## src/common/phy_cfg_pkg.sv

```systemverilog
package phy_cfg_pkg;

    // lane and word geometry
    localparam int lane_count     = 4;
    localparam int beats_per_word = 8;
    localparam int pairs_per_word = beats_per_word / 2;  // one rise/fall pair per clk
    localparam int word_bits      = lane_count * beats_per_word;

    // delay line
    localparam int tap_count = 16;   // tap_sel is 4 bits

    // calibration
    localparam logic [word_bits-1:0] train_word = 32'hA5C3_5A3C;
    localparam int settle_cycles = 20;  // flush time after a tap change
    localparam int compare_words = 8;   // clean words needed to pass a tap

    // calibration FSM state codes
    localparam logic [2:0] st_idle    = 3'd0;
    localparam logic [2:0] st_settle  = 3'd1;
    localparam logic [2:0] st_compare = 3'd2;
    localparam logic [2:0] st_locked  = 3'd3;
    localparam logic [2:0] st_failed  = 3'd4;

endpackage

```

## src/common/phy_data_pkg.sv

```systemverilog
package phy_data_pkg;

    import phy_cfg_pkg::*;

    // one sample across all lanes
    typedef logic [lane_count-1:0] nibble_t;

    // receive word, filled by beats and read flat
    // beat 7 is the first one received and sits in the top nibble
    typedef union packed {
        logic [word_bits-1:0]           word;
        nibble_t [beats_per_word-1:0]   beats;
    } rx_word_u;

endpackage

```

## src/calib/calib_fsm.sv

```systemverilog
`timescale 1ns/1ps

module calib_fsm import phy_cfg_pkg::*, phy_data_pkg::*; (
    input  logic       clk,
    input  logic       rst,
    input  logic       cal_start,
    input  rx_word_u   word,
    input  logic       word_valid,
    input  logic       cnt_zero,
    output logic       cnt_load,
    output logic       cnt_dec,
    output logic [7:0] cnt_value,
    output logic [3:0] cal_tap,
    output logic       cal_active,
    output logic       delay_locked,
    output logic       cal_fail
);

    logic [2:0] state;
    logic [2:0] state_next;
    logic       sweep_start;   // begin at tap 0
    logic       tap_step;      // current tap failed, try the next one
    logic       last_tap;
    logic       word_match;

    assign last_tap   = (cal_tap == 4'(tap_count - 1));
    assign word_match = (word.word == train_word);

    always_comb begin
        state_next  = state;
        sweep_start = 1'b0;
        tap_step    = 1'b0;
        cnt_load    = 1'b0;
        cnt_dec     = 1'b0;
        cnt_value   = 8'(settle_cycles);
        case (state)
            st_idle, st_locked, st_failed: begin
                // new sweep also drops an old lock or failure
                if (cal_start) begin
                    sweep_start = 1'b1;
                    cnt_load    = 1'b1;
                    state_next  = st_settle;
                end
            end
            st_settle: begin
                if (cnt_zero) begin
                    cnt_load   = 1'b1;
                    cnt_value  = 8'(compare_words);  // window now counts words
                    state_next = st_compare;
                end else begin
                    cnt_dec = 1'b1;
                end
            end
            st_compare: begin
                if (cnt_zero) begin
                    state_next = st_locked;  // enough clean words in a row
                end else if (word_valid) begin
                    if (word_match) begin
                        cnt_dec = 1'b1;
                    end else if (last_tap) begin
                        state_next = st_failed;
                    end else begin
                        tap_step   = 1'b1;
                        cnt_load   = 1'b1;
                        state_next = st_settle;
                    end
                end
            end
            default: state_next = st_idle;
        endcase
    end

    always_ff @(posedge clk) begin
        if (rst) begin
            state   <= st_idle;
            cal_tap <= 4'd0;
        end else begin
            state <= state_next;
            if (sweep_start) begin
                cal_tap <= 4'd0;
            end else if (tap_step) begin
                cal_tap <= cal_tap + 4'd1;
            end
        end
    end

    // tap stays owned by calibration while locked
    assign cal_active   = (state == st_settle) || (state == st_compare) ||
                          (state == st_locked);
    assign delay_locked = (state == st_locked);
    assign cal_fail     = (state == st_failed);

endmodule

```

## src/calib/train_counter.sv

```systemverilog
`timescale 1ns/1ps

module train_counter (
    input  logic       clk,
    input  logic       rst,
    input  logic       load,
    input  logic [7:0] value,
    input  logic       dec,
    output logic       zero
);

    logic [7:0] count;

    assign zero = (count == 8'd0);

    // load wins over dec, dec stops at zero
    always_ff @(posedge clk) begin
        if (rst) begin
            count <= 8'd0;
        end else if (load) begin
            count <= value;
        end else if (dec && !zero) begin
            count <= count - 8'd1;
        end
    end

endmodule

```

## src/rtl/ddr_word_capture.sv

```systemverilog
`timescale 1ns/1ps

module ddr_word_capture import phy_cfg_pkg::*, phy_data_pkg::*; (
    input  logic     clk,
    input  logic     rst,
    input  nibble_t  in_rise,
    input  nibble_t  in_fall,
    output rx_word_u word,
    output logic     word_valid
);

    logic [1:0] pair_cnt;    // free running, word boundary set by reset
    logic       last_pair;
    logic [2:0] rise_beat;
    logic [2:0] fall_beat;
    rx_word_u   shadow;
    rx_word_u   next_word;

    assign last_pair = (pair_cnt == 2'(pairs_per_word - 1));

    // pair 0 lands in beats 7/6, pair 3 in beats 1/0
    assign rise_beat = {~pair_cnt, 1'b1};
    assign fall_beat = {~pair_cnt, 1'b0};

    always_comb begin
        next_word = shadow;
        next_word.beats[rise_beat] = in_rise;  // rise sample comes first
        next_word.beats[fall_beat] = in_fall;
    end

    // assembly registers
    always_ff @(posedge clk) begin
        shadow <= next_word;
        if (last_pair) begin
            word <= next_word;  // includes the pair arriving this cycle
        end
    end

    always_ff @(posedge clk) begin
        if (rst) begin
            pair_cnt   <= '0;
            word_valid <= 1'b0;
        end else begin
            pair_cnt   <= pair_cnt + 2'd1;
            word_valid <= last_pair;  // one cycle strobe every 4 clks
        end
    end

endmodule

```

## src/rtl/spi_ddr_phy.sv

```systemverilog
`timescale 1ns/1ps

module spi_ddr_phy import phy_data_pkg::*; (
    input  logic       clk,
    input  logic       rst,
    input  logic       cal_start,
    input  logic [3:0] delay_set,
    input  nibble_t    ddr_rise,
    input  nibble_t    ddr_fall,
    output rx_word_u   rx_data,
    output logic       rx_valid,
    output logic       delay_locked,
    output logic       cal_fail,
    output logic [3:0] tap_sel
);

    nibble_t    dly_rise;
    nibble_t    dly_fall;
    logic [3:0] cal_tap;
    logic       cal_active;
    logic       cnt_load;
    logic       cnt_dec;
    logic [7:0] cnt_value;
    logic       cnt_zero;

    // calibration owns the tap during a sweep and after lock
    assign tap_sel = cal_active ? cal_tap : delay_set;

    tap_delay u_tap_delay (
        .clk      (clk),
        .rst      (rst),
        .in_rise  (ddr_rise),
        .in_fall  (ddr_fall),
        .tap      (tap_sel),
        .out_rise (dly_rise),
        .out_fall (dly_fall)
    );

    ddr_word_capture u_capture (
        .clk        (clk),
        .rst        (rst),
        .in_rise    (dly_rise),
        .in_fall    (dly_fall),
        .word       (rx_data),
        .word_valid (rx_valid)
    );

    calib_fsm u_calib_fsm (
        .clk          (clk),
        .rst          (rst),
        .cal_start    (cal_start),
        .word         (rx_data),
        .word_valid   (rx_valid),
        .cnt_zero     (cnt_zero),
        .cnt_load     (cnt_load),
        .cnt_dec      (cnt_dec),
        .cnt_value    (cnt_value),
        .cal_tap      (cal_tap),
        .cal_active   (cal_active),
        .delay_locked (delay_locked),
        .cal_fail     (cal_fail)
    );

    train_counter u_train_counter (
        .clk   (clk),
        .rst   (rst),
        .load  (cnt_load),
        .value (cnt_value),
        .dec   (cnt_dec),
        .zero  (cnt_zero)
    );

endmodule

```

## src/rtl/tap_delay.sv

```systemverilog
`timescale 1ns/1ps

module tap_delay import phy_cfg_pkg::*, phy_data_pkg::*; (
    input  logic       clk,
    input  logic       rst,
    input  nibble_t    in_rise,
    input  nibble_t    in_fall,
    input  logic [3:0] tap,
    output nibble_t    out_rise,
    output nibble_t    out_fall
);

    nibble_t rise_q [1:tap_count-1];  // rise_q[k] holds the input from k cycles ago
    nibble_t fall_q [1:tap_count-1];
    nibble_t sel_rise;
    nibble_t sel_fall;

    // tap 0 takes the live pair, the output register supplies the base cycle
    always_comb begin
        if (tap == 4'd0) begin
            sel_rise = in_rise;
            sel_fall = in_fall;
        end else begin
            sel_rise = rise_q[tap];
            sel_fall = fall_q[tap];
        end
    end

    always_ff @(posedge clk) begin
        if (rst) begin
            for (int i = 1; i < tap_count; i++) begin
                rise_q[i] <= '0;
                fall_q[i] <= '0;
            end
            out_rise <= '0;
            out_fall <= '0;
        end else begin
            rise_q[1] <= in_rise;
            fall_q[1] <= in_fall;
            for (int i = 2; i < tap_count; i++) begin
                rise_q[i] <= rise_q[i-1];
                fall_q[i] <= fall_q[i-1];
            end
            out_rise <= sel_rise;
            out_fall <= sel_fall;
        end
    end

endmodule

```

## config.mk

```make
export PLATFORM = sky130hd
export DESIGN_NAME = spi_ddr_phy
export DESIGN_NICKNAME = d
export VERILOG_FILES = /design/src/common/phy_cfg_pkg.sv /design/src/common/phy_data_pkg.sv /design/src/calib/calib_fsm.sv /design/src/calib/train_counter.sv /design/src/rtl/ddr_word_capture.sv /design/src/rtl/spi_ddr_phy.sv /design/src/rtl/tap_delay.sv
export SDC_FILE = /design/constraint.sdc
export NUM_CORES = 1
export LEC_CHECK = 0
export BUFFER_PORTS_ARGS = -buffer_cell sky130_fd_sc_hd__clkbuf_2
export CAP_MARGIN = 25
export CORE_MARGIN = 5
export CORE_UTILIZATION = 38
export DETAILED_ROUTE_END_ITERATION = 6
export HOLD_SLACK_MARGIN = 0.05
export PLACE_DENSITY = 0.5
export SLEW_MARGIN = 5
export SYNTH_ARGS = -nofsm -noshare
export SYNTH_HDL_FRONTEND = slang
export SYNTH_SLANG_ARGS = --single-unit
```

## constraint.sdc

```tcl
create_clock -name clk -period 4.24 [get_ports clk]
set_clock_uncertainty 0.05 [all_clocks]
set_input_delay 0.212 -clock clk [delete_from_list [all_inputs] [get_ports clk]]
set_output_delay 0.212 -clock clk [all_outputs]
set_load 0.02 [all_outputs]
```

[Word-level counts from Yosys, hierarchy flattened]
Memory sizes are Yosys's and may differ from the RTL's.
Index checks and enable logic that the tools add are counted.
Cells by class
  add/subtract/negate cells: 3
  order comparisons: 4
  equal/unequal tests: 11
  multiplexer cells: 67
  bitwise logic cells: 31
  reductions and logical operators: 13
Operator list (count)
  $mux 4: 35
  $bwmux 32: 2
  $eq 32x32->1 const B: 1
  $or 1x1->1: 30
  $mux 8: 3
  $mux 3: 6
  $demux 4 s2: 2
  $mux 1: 15
  $pmux 3 s3: 1
  $logic_not 8->1: 1
  $lt 3x4->1 const B: 2
  $sub 8x1->8 const B: 1
  $eq 3x2->1 const B: 2
  $ge 3x1->1 const B: 2
  $ne 3x2->1 const B: 2
  $mux 5: 1
  $add 4x1->4 const B: 1
  $eq 4x4->1 const B: 1
  $logic_not 4->1: 1
  $reduce_and 4->1: 1
  $eq 3x1->1 const B: 1
  $eq 3x3->1 const B: 1
  $logic_and 1x1->1: 3
  $logic_not 3->1: 1
  other kinds (12): 13
Word-level totals
  register bits after elaboration: 90
  bits in writable memories: 120
  input bits: 15
  output and inout bits: 39
  word-level logic and storage cells: 140
  memories: 2
Memories
  u_tap_delay.fall_q: words 15, bits a word 4, read ports 15, clocked after memory_dff 0, wr ports 15, line tap_delay.sv:14  | nibble_t fall_q [1:tap_count-1];
  u_tap_delay.rise_q: words 15, bits a word 4, read ports 15, clocked after memory_dff 0, wr ports 15, line tap_delay.sv:13  | nibble_t rise_q [1:tap_count-1];

[Logic depth before layout (Yosys ltp)]
Gate-level depths: netlist of the first run.
  depth in word-level cells: 8
  depth in mapped cells: 9

[Modules after synthesis]
A second synthesis of the first run with hierarchy kept.
Unflattened totals
  cells, all modules: 648
  area, all modules: 8047.7 µm²
By module, submodules not included
  tap_delay: instances 1, cells each 385, area an instance 4533.1 µm², seq. area each 2562.5 µm²
  ddr_word_capture: instances 1, cells each 112, area an instance 2203.4 µm², seq. area each 1661.6 µm²
  calib_fsm: instances 1, cells each 88, area an instance 750.7 µm², seq. area each 140.1 µm²
  train_counter: instances 1, cells each 59, area an instance 515.5 µm², seq. area each 160.2 µm²
  spi_ddr_phy: instances 1, cells each 4, area an instance 45.0 µm², seq. area each 0.0 µm²

[Least setup slack after synthesis of the first run]
OpenSTA, ideal clock, no wires.
  path type: register -> register
  from: register u_capture.pair_cnt[0]
  to: register u_capture.word[0] (netlist bit) (data pin)
  library setup time: 0.262 ns
  data arrival time: 1.956 ns
  data required time: 3.928 ns
  slack: 1.972 ns
  cell stages (with the launch flop): 4
  period minus slack after synthesis: 2.268 ns
  cell sequence: dfxtp_1 -> ha_1 -> clkbuf_1 -> mux2_2
RTL lines
  start: declaration: line ddr_word_capture.sv:12  | logic [1:0] pair_cnt;
  start signal: assignment: line ddr_word_capture.sv:44  | pair_cnt <= pair_cnt + 2'd1;
  end signal: assignment: line ddr_word_capture.sv:35  | word <= next_word;
  end: declaration: line ddr_word_capture.sv:8  | output rx_word_u word,

[Worst setup path after layout of the first run]
  from: register u_calib_fsm.state[1]
  to: output tap_sel[0]
Between the ends
  word-level cells in the longest chain between the ends: 4
  elaborated cells on any way between the ends: 6
RTL lines
  start: declaration: line calib_fsm.sv:19  | logic [2:0] state;
  start signal: assignment: line calib_fsm.sv:75  | state <= st_idle;
  start signal: assignment: line calib_fsm.sv:78  | state <= state_next;
  $eq 3x1->1 / $eq 3x2->1 (equally long branches): line calib_fsm.sv:88  | assign cal_active = (state == st_settle) || (state == st_compare) ||
  $logic_or 1x1->1: line calib_fsm.sv:88
  $logic_or 1x1->1 (*): line calib_fsm.sv:88
  $mux 4 (*): line spi_ddr_phy.sv:27  | assign tap_sel = cal_active ? cal_tap : delay_set;
  end: declaration: line spi_ddr_phy.sv:14  | output logic [3:0] tap_sel
Mark *: on every way between the ends. The rest lies on a longest branch, timed or not.

==> results of run 1 <==
==> cell usage in the layout, fill, tap and decap left out, drive strengths merged, types with 3 or more instances in the layout <==
cell           n
dfxtp        178
nor2b        123
clkbuf        84
mux2i         59
mux2          48
edfxtp        32
nand2         26
o21ai         14
inv           13
nor2          12
a31oi         11
o211ai        11
dlygate4sd3   10
a21oi         10
a22oi          8
o22ai          8
nand3          7
ha             7
buf            6
nor3           5
or3            5
nor4bb         4
nor3b          4
nor4b          3
nand4          3
nand2b         3
nand3b         3
or4            3
nor4           3
clkinvlp       3
bufinv         3
o31ai          3
==> cells by family (layout without fill, tap and decap cells) <==
family                   after synthesis  count (layout)  share of synthesized area (%)
AO/OA/AOI/OAI                         80              80                           7.29
AND/OR/NAND/NOR                      210             210                           16.1
XOR/XNOR                               3               3                          0.336
multiplexers                         107             107                           14.8
buffers and inverters                 43             121                           2.57
flip-flops                           210             210                           57.8
adder cells (fa/ha/maj)                7               7                           1.12
==> state kept, by name, summed over array words and instances, names as in the netlist, 3 cells and up <==
name                   count
u_calib_fsm.cal_tap        4
u_calib_fsm.state          3
u_capture.shadow          32
u_capture.word            32
u_tap_delay.fall_q        60
u_tap_delay.out_fall       4
u_tap_delay.out_rise       4
u_tap_delay.rise_q        60
u_train_counter.count      8
==> power by group through the flow <==
| stage | registers, W | clock network (W) | logic (W) |
|---|---|---|---|
| 4_1_cts | 0.00251 | 0.00216 | 0.00132 |
| 6_report | 0.00251 | 0.00210 | 0.00133 |
| 3_5_place_dp | 0.00255 | 0 | 0.00131 |
| 3_3_place_gp | 0.00253 | 0 | 0.00128 |
| 2_1_floorplan | 0.00247 | 0 | 0.00102 |
| 5_1_grt | 0.00254 | 0.00225 | 0.00145 |
==> per-stage QoR <==
stage | cells | cell area (um2) | util (%) | hold slack [ns]
floorplan | 660 | 7830 | - | 0.290
global placement | 955 | 8300 | 41.0 | 0.392
detailed placement | 955 | 8300 | 41.0 | 0.402
CTS | 1006 | 9230 | 45.6 | 0.143
global route | 1008 | 9280 | 45.9 | 0.212
finish | 1008 | 9280 | 45.9 | 0.191
==> synthesized netlist by cell type (3+ instances only) <==
library cell	instances	area (um2)
or3_1	5	31.3
nand2b_1	3	18.8
nand2_1	26	97.6
nor4b_1	3	26.3
clkbuf_1	21	78.8
or4_1	3	22.5
a22oi_1	8	60.1
a21oi_1	9	45.0
o21ai_0	14	70.1
edfxtp_1	32	961
mux2_2	48	541
a31oi_1	11	68.8
nor4bb_1	4	40.0
nand3b_1	3	22.5
nand4_1	3	18.8
inv_1	12	45.0
nor3_1	5	25.0
nand3_1	7	35.0
nor4_1	3	18.8
mux2i_1	57	571
ha_1	7	87.6
nor2_1	11	41.3
buf_4	6	45.0
nor3b_1	3	22.5
o211ai_1	11	82.6
dfxtp_1	178	3560
o22ai_1	8	50.1
nor2b_1	123	769
==> per-layer routing <==
metal | track usage (%) | vias to the layer above | wire [um]
li1 | - | 2445 | -
met1 | 17.6 | 2454 | 7460
met2 | 24.2 | 92 | 8140
met3 | 2.70 | 33 | 644
met4 | 3.83 | 0 | 422
met5 | 0 | - | 0
==> how the worst max path moves through the flow <==
stage                                    to  slack, ns
global route        u_tap_delay.out_rise[1]       1.27
detailed placement  u_tap_delay.out_rise[0]       1.40
CTS                              tap_sel[2]       1.10
global placement    u_tap_delay.out_rise[0]       1.48
finish                           tap_sel[0]       1.54
floorplan                 u_capture.word[0]       1.97
==> critical path, cell delays in order, from the launching register on <==
cell and delay [ns]:
dfxtp_1 0.46, o21bai_4 0.33, mux2i_4 0.27, buf_4 0.57, inv_1 0.11, clkbuf_2 0.18
==> area by class of cell <==
class,count,area (um2)
well taps,270,338
inverters,12,45.0
multi-input cells,407,3110
clock buffers,32,691
flip-flops and latches,210,4520
clock inverters,9,131
repair buffers,68,445
fillers,1832,11000
==> results_dict.tcl, run 1 <==
set metrics [dict create \
    status "complete, no violations" \
    powerDensity_mw_per_mm2 640 \
    worstPathArrival_ns 2.43 \
    n_antenna_cell 0 \
    drtIter0Drc 242 \
    core_mm2 0.0202 \
    p_seq_share_pct 42.2 \
    sw_frac_of_total_pct 29.2 \
    seq_area_frac_synth_pct 57.8 \
    combPwrFrac_pct 22.4 \
    synth-edff-count 32 \
    start_util_pct 38.7 \
    gp_congestion 0.783 \
    numCtsBuffers 23 \
    ys.flop_type "dfxtp_1" \
    reg2reg_from "u_calib_fsm.state[1]" \
    crit_type "flop to primary output" \
    grt_max_degree 109 \
    clk_latency_ns 0.51 \
    max_freq_ghz 0.371 \
    p_switching_w 0.00173 \
    io_buffers 53 \
    synth.cell_area_mm2 0.00783 \
    clkSinkCount 210 \
    clkPwrFrac_pct 35.4 \
    grt_pass1_wl_um 27200 \
    ant_nets 0 \
    crit_path_end_kind "primary output" \
    min_period_ns 2.70 \
    finalSetupViolCount 0 \
    drive_above_1_share_pct 21.4 \
    timing.max_cap.violations 0 \
    yosys_warnings 0 \
    reg2reg_depth 6 \
    cts_hold_buf 10 \
    power_leakage_nw 3.78 \
    peakVddDrop_mv 0.273 \
    gr-usage-all-layers_pct 13.9 \
    grt_pass1_vias 5169 \
    hold-path-cell-count 4 \
    p_int_w 0.00421 \
    hold_viol_final 0 \
    slew_headroom_pct 32.9 \
    die_w_um 154 \
    dr.pass1.iters 4 \
    postLayoutSetupSlackWorst_ns 1.54 \
    min_path_type "primary input to flop" \
    synth-async-reset-ratio_pct 0 \
    cts_tree "done" \
    route.detailed.drc 0 \
    syn_avg_cell_area_um2 11.9 \
    rsz0062_at_grt "false" \
    clk_pin_slew_ns 0.06 \
    nNetsFinal 744 \
    grt_overflow 0 \
    routed_wl_um 16700 \
    hold_start "cal_start" \
    syn_to_final_growth_pct 18.5 \
    synth_cell_types 55 \
    fin_crit_sh_pct 63.6 \
    hold_path_end "u_train_counter.count[3]" \
    root_buffer "clkbuf_16" \
    cp_max_fo 41 \
    ys_ff_latch 210 \
    crit_path_start_kind "flop" \
    dp_hpwl_um 11200 \
    synth_cells 660 \
    syn-num-nets 682 \
    io_pins 54 \
    p_total_w 0.00594 \
    timing.critical_path.from "u_calib_fsm.state[1]" \
    antenna_found_initial 0 \
    r2r_slack_ns 1.56 \
    cts_resized 0 \
    r2r_end "u_tap_delay.out_fall[1]" \
    dieArea_mm2 0.0236 \
    crit_required_ns 3.98 \
    wl_per_cell_um 16.5 \
    h-tree-depth 1 \
    via_per_inst 4.98 \
    core.rowCount 52 \
    preCtsSetupSlack_ns 1.40 \
    slew_viol_final 0 \
    cts_setup_buffers 0 \
    worst_slew_pin_slew_ns 1.01 \
    clockBufferDepth 3 \
    die_h_um 154 \
    setup_tns_ns 0 \
    vias 5024 \
]
(Power assumes the default switching activity.)
==> inputs of run 2 (changes only) <==
==> constraint.sdc (replaced) <==
create_clock -name clk -period 2.7 [get_ports clk]
set_clock_uncertainty 0.05 [all_clocks]
set_input_delay 0.135 -clock clk [delete_from_list [all_inputs] [get_ports clk]]
set_output_delay 0.135 -clock clk [all_outputs]
set_load 0.02 [all_outputs]
==> run 2 against run 1 <==
Critical path depth up 1; register-to-register slack worse by 1.2 ns; sequential share of layout area increased by 0.13 points; clock power rose by 41%; cell count is 0.89% higher; core utilization shrank 0.12 points; global-route usage fell by 0.092 points; count of clock-buffer cells in the layout rose by 2; first-iteration DRC count grew 2.1%; hold slack worse by 0.047 ns; wire length decreased by 1.2%; critical endpoint is now u_train_counter.count[3]; largest cell class unchanged.
==> results_dict.tcl, run 2 (synthesis results as in run 1) <==
set metrics [dict create \
    status "complete, no violations" \
    peakVddDrop_mv 0.574 \
    hold_start "cal_start" \
    ant_nets 0 \
    core_mm2 0.0202 \
    clk_pin_slew_ns 0.06 \
    cts_hold_buf 14 \
    root_buffer "clkbuf_16" \
    met3_length_um 548 \
    core.rowCount 52 \
    fillers 1867 \
    max_freq_ghz 0.422 \
    crit_path_start_kind "flop" \
    worst_slew_pin_slew_ns 0.865 \
    syn_to_final_growth_pct 18.2 \
    worstPathArrival_ns 2.71 \
    grt_max_degree 102 \
    layout.cells.non_filler 1017 \
    slew_viol_final 0 \
    route.detailed.drc 0 \
    gr-usage-all-layers_pct 13.8 \
    cp_max_fo 4 \
    reg_top3 "u_tap_delay.fall_q (60), u_tap_delay.rise_q (60)" \
    drive_above_1_share_pct 21.0 \
    antenna_found_initial 0 \
    dieArea_mm2 0.0236 \
    vias 4971 \
    dr_wl_met2_um 7810 \
    slew_headroom_pct 42.3 \
    hold_viol_final 0 \
    power_leakage_nw 3.79 \
    wl_per_cell_um 16.2 \
    crit_type "flop to flop" \
    n_antenna_cell 0 \
    rsz0062_at_grt "false" \
    clkSinkCount 210 \
    grt_pass1_wl_um 27000 \
    fin_crit_sh_pct 87.8 \
    mostFrequentLayoutCells "dfxtp_1, nor2b_1, mux2i_1" \
    crit_path_end_kind "flop" \
    io_buffers 53 \
    clockBufferDepth 3 \
    cts_resized 0 \
    die_w_um 154 \
    reg2reg_from "u_capture.word[18]" \
    crit_required_ns 3.04 \
    routed_wl_um 16500 \
    finalSetupViolCount 0 \
    clk_latency_ns 0.50 \
    start_util_pct 38.7 \
    grt_pass1_vias 5161 \
    io_pins 54 \
    min_path_type "primary input to flop" \
    fin_util_pct 45.7 \
    gp_congestion 0.793 \
    die_h_um 154 \
    place_inst 962 \
    cts_setup_buffers 0 \
    numCtsBuffers 23 \
    setup_tns_ns 0 \
    holdWs_ns 0.143 \
    grt_overflow 0 \
    drtIter0Drc 247 \
    wl_met1_um 7760 \
    min_period_ns 2.37 \
    cts_tree "done" \
    h-tree-depth 1 \
    dp_hpwl_um 11100 \
    timing.critical_path.from "u_capture.word[18]" \
    powerDensity_mw_per_mm2 976 \
    layout_commonest_cell "dfxtp_1" \
    dr.pass1.iters 6 \
    timing.max_cap.violations 0 \
    nNetsFinal 753 \
    via_per_inst 4.89 \
    top_layer "met4" \
]
-- run 2: cell types whose count changed in the layout (fill, tap and decap cells not counted), moves of 3 or more --
cell           change
clkinv_2           +3
buf_4              +4
clkinvlp_4         -3
clkbuf_8           -4
dlygate4sd3_1      +4
buf_12             +3
clkbuf_1           +6
-- run 2: metal layers --
metal / vias up / GRT usage, %
met5: - / 0
met4: 0 / 3.45
met3: 28 / 2.78
met2: 59 / 23.4
met1: 2406 / 18.1
li1: 2478 / -
-- run 2: layout make-up --
type | count | area, um2 | area share (%)
sequential | 210 | 4520 | 48.9
tap | 270 | 338 | 3.65
clock inverter | 7 | 63.8 | 0.689
timing repair buffer | 77 | 520 | 5.62
multi-input combinational | 407 | 3110 | 33.6
inverter | 12 | 45.0 | 0.487
clock buffer | 34 | 658 | 7.11
-- run 2: final timing paths --
check / slack, ns / endpoint / cells past startpoint
max: 0.33 / u_train_counter.count[3] / 6
min: 0.14 / u_train_counter.count[3] / 4
max reg2reg: 0.33 / u_train_counter.count[3] / 6
min reg2reg: 0.41 / u_tap_delay.rise_q[4][2] / 1
-- run 2: per-stage QoR --
stage,setup WS [ns],area [um2],power [W]
floorplan,0.432,7830,0.00548
global placement,0.361,8390,0.00609
detailed placement,0.292,8390,0.00614
CTS,0.230,9260,0.00916
global route,0.0498,9260,0.00951
finish,0.331,9260,0.00903
-- run 2: critical path, cell delays in order, from the launching register on --
cell and delay [ns]:
edfxtp_1 0.38, nor4b_1 0.38, nand4_1 0.32, o32ai_1 0.36, nand2_1 0.17, o311a_1 0.32, nor4_1 0.28
-- run 2: report_power, final --
group	switching, W	internal, W	total (W)
Sequential	0.000260	0.00365	0.00391
Clock	0.00119	0.00178	0.00297
Combinational	0.00124	0.000910	0.00215
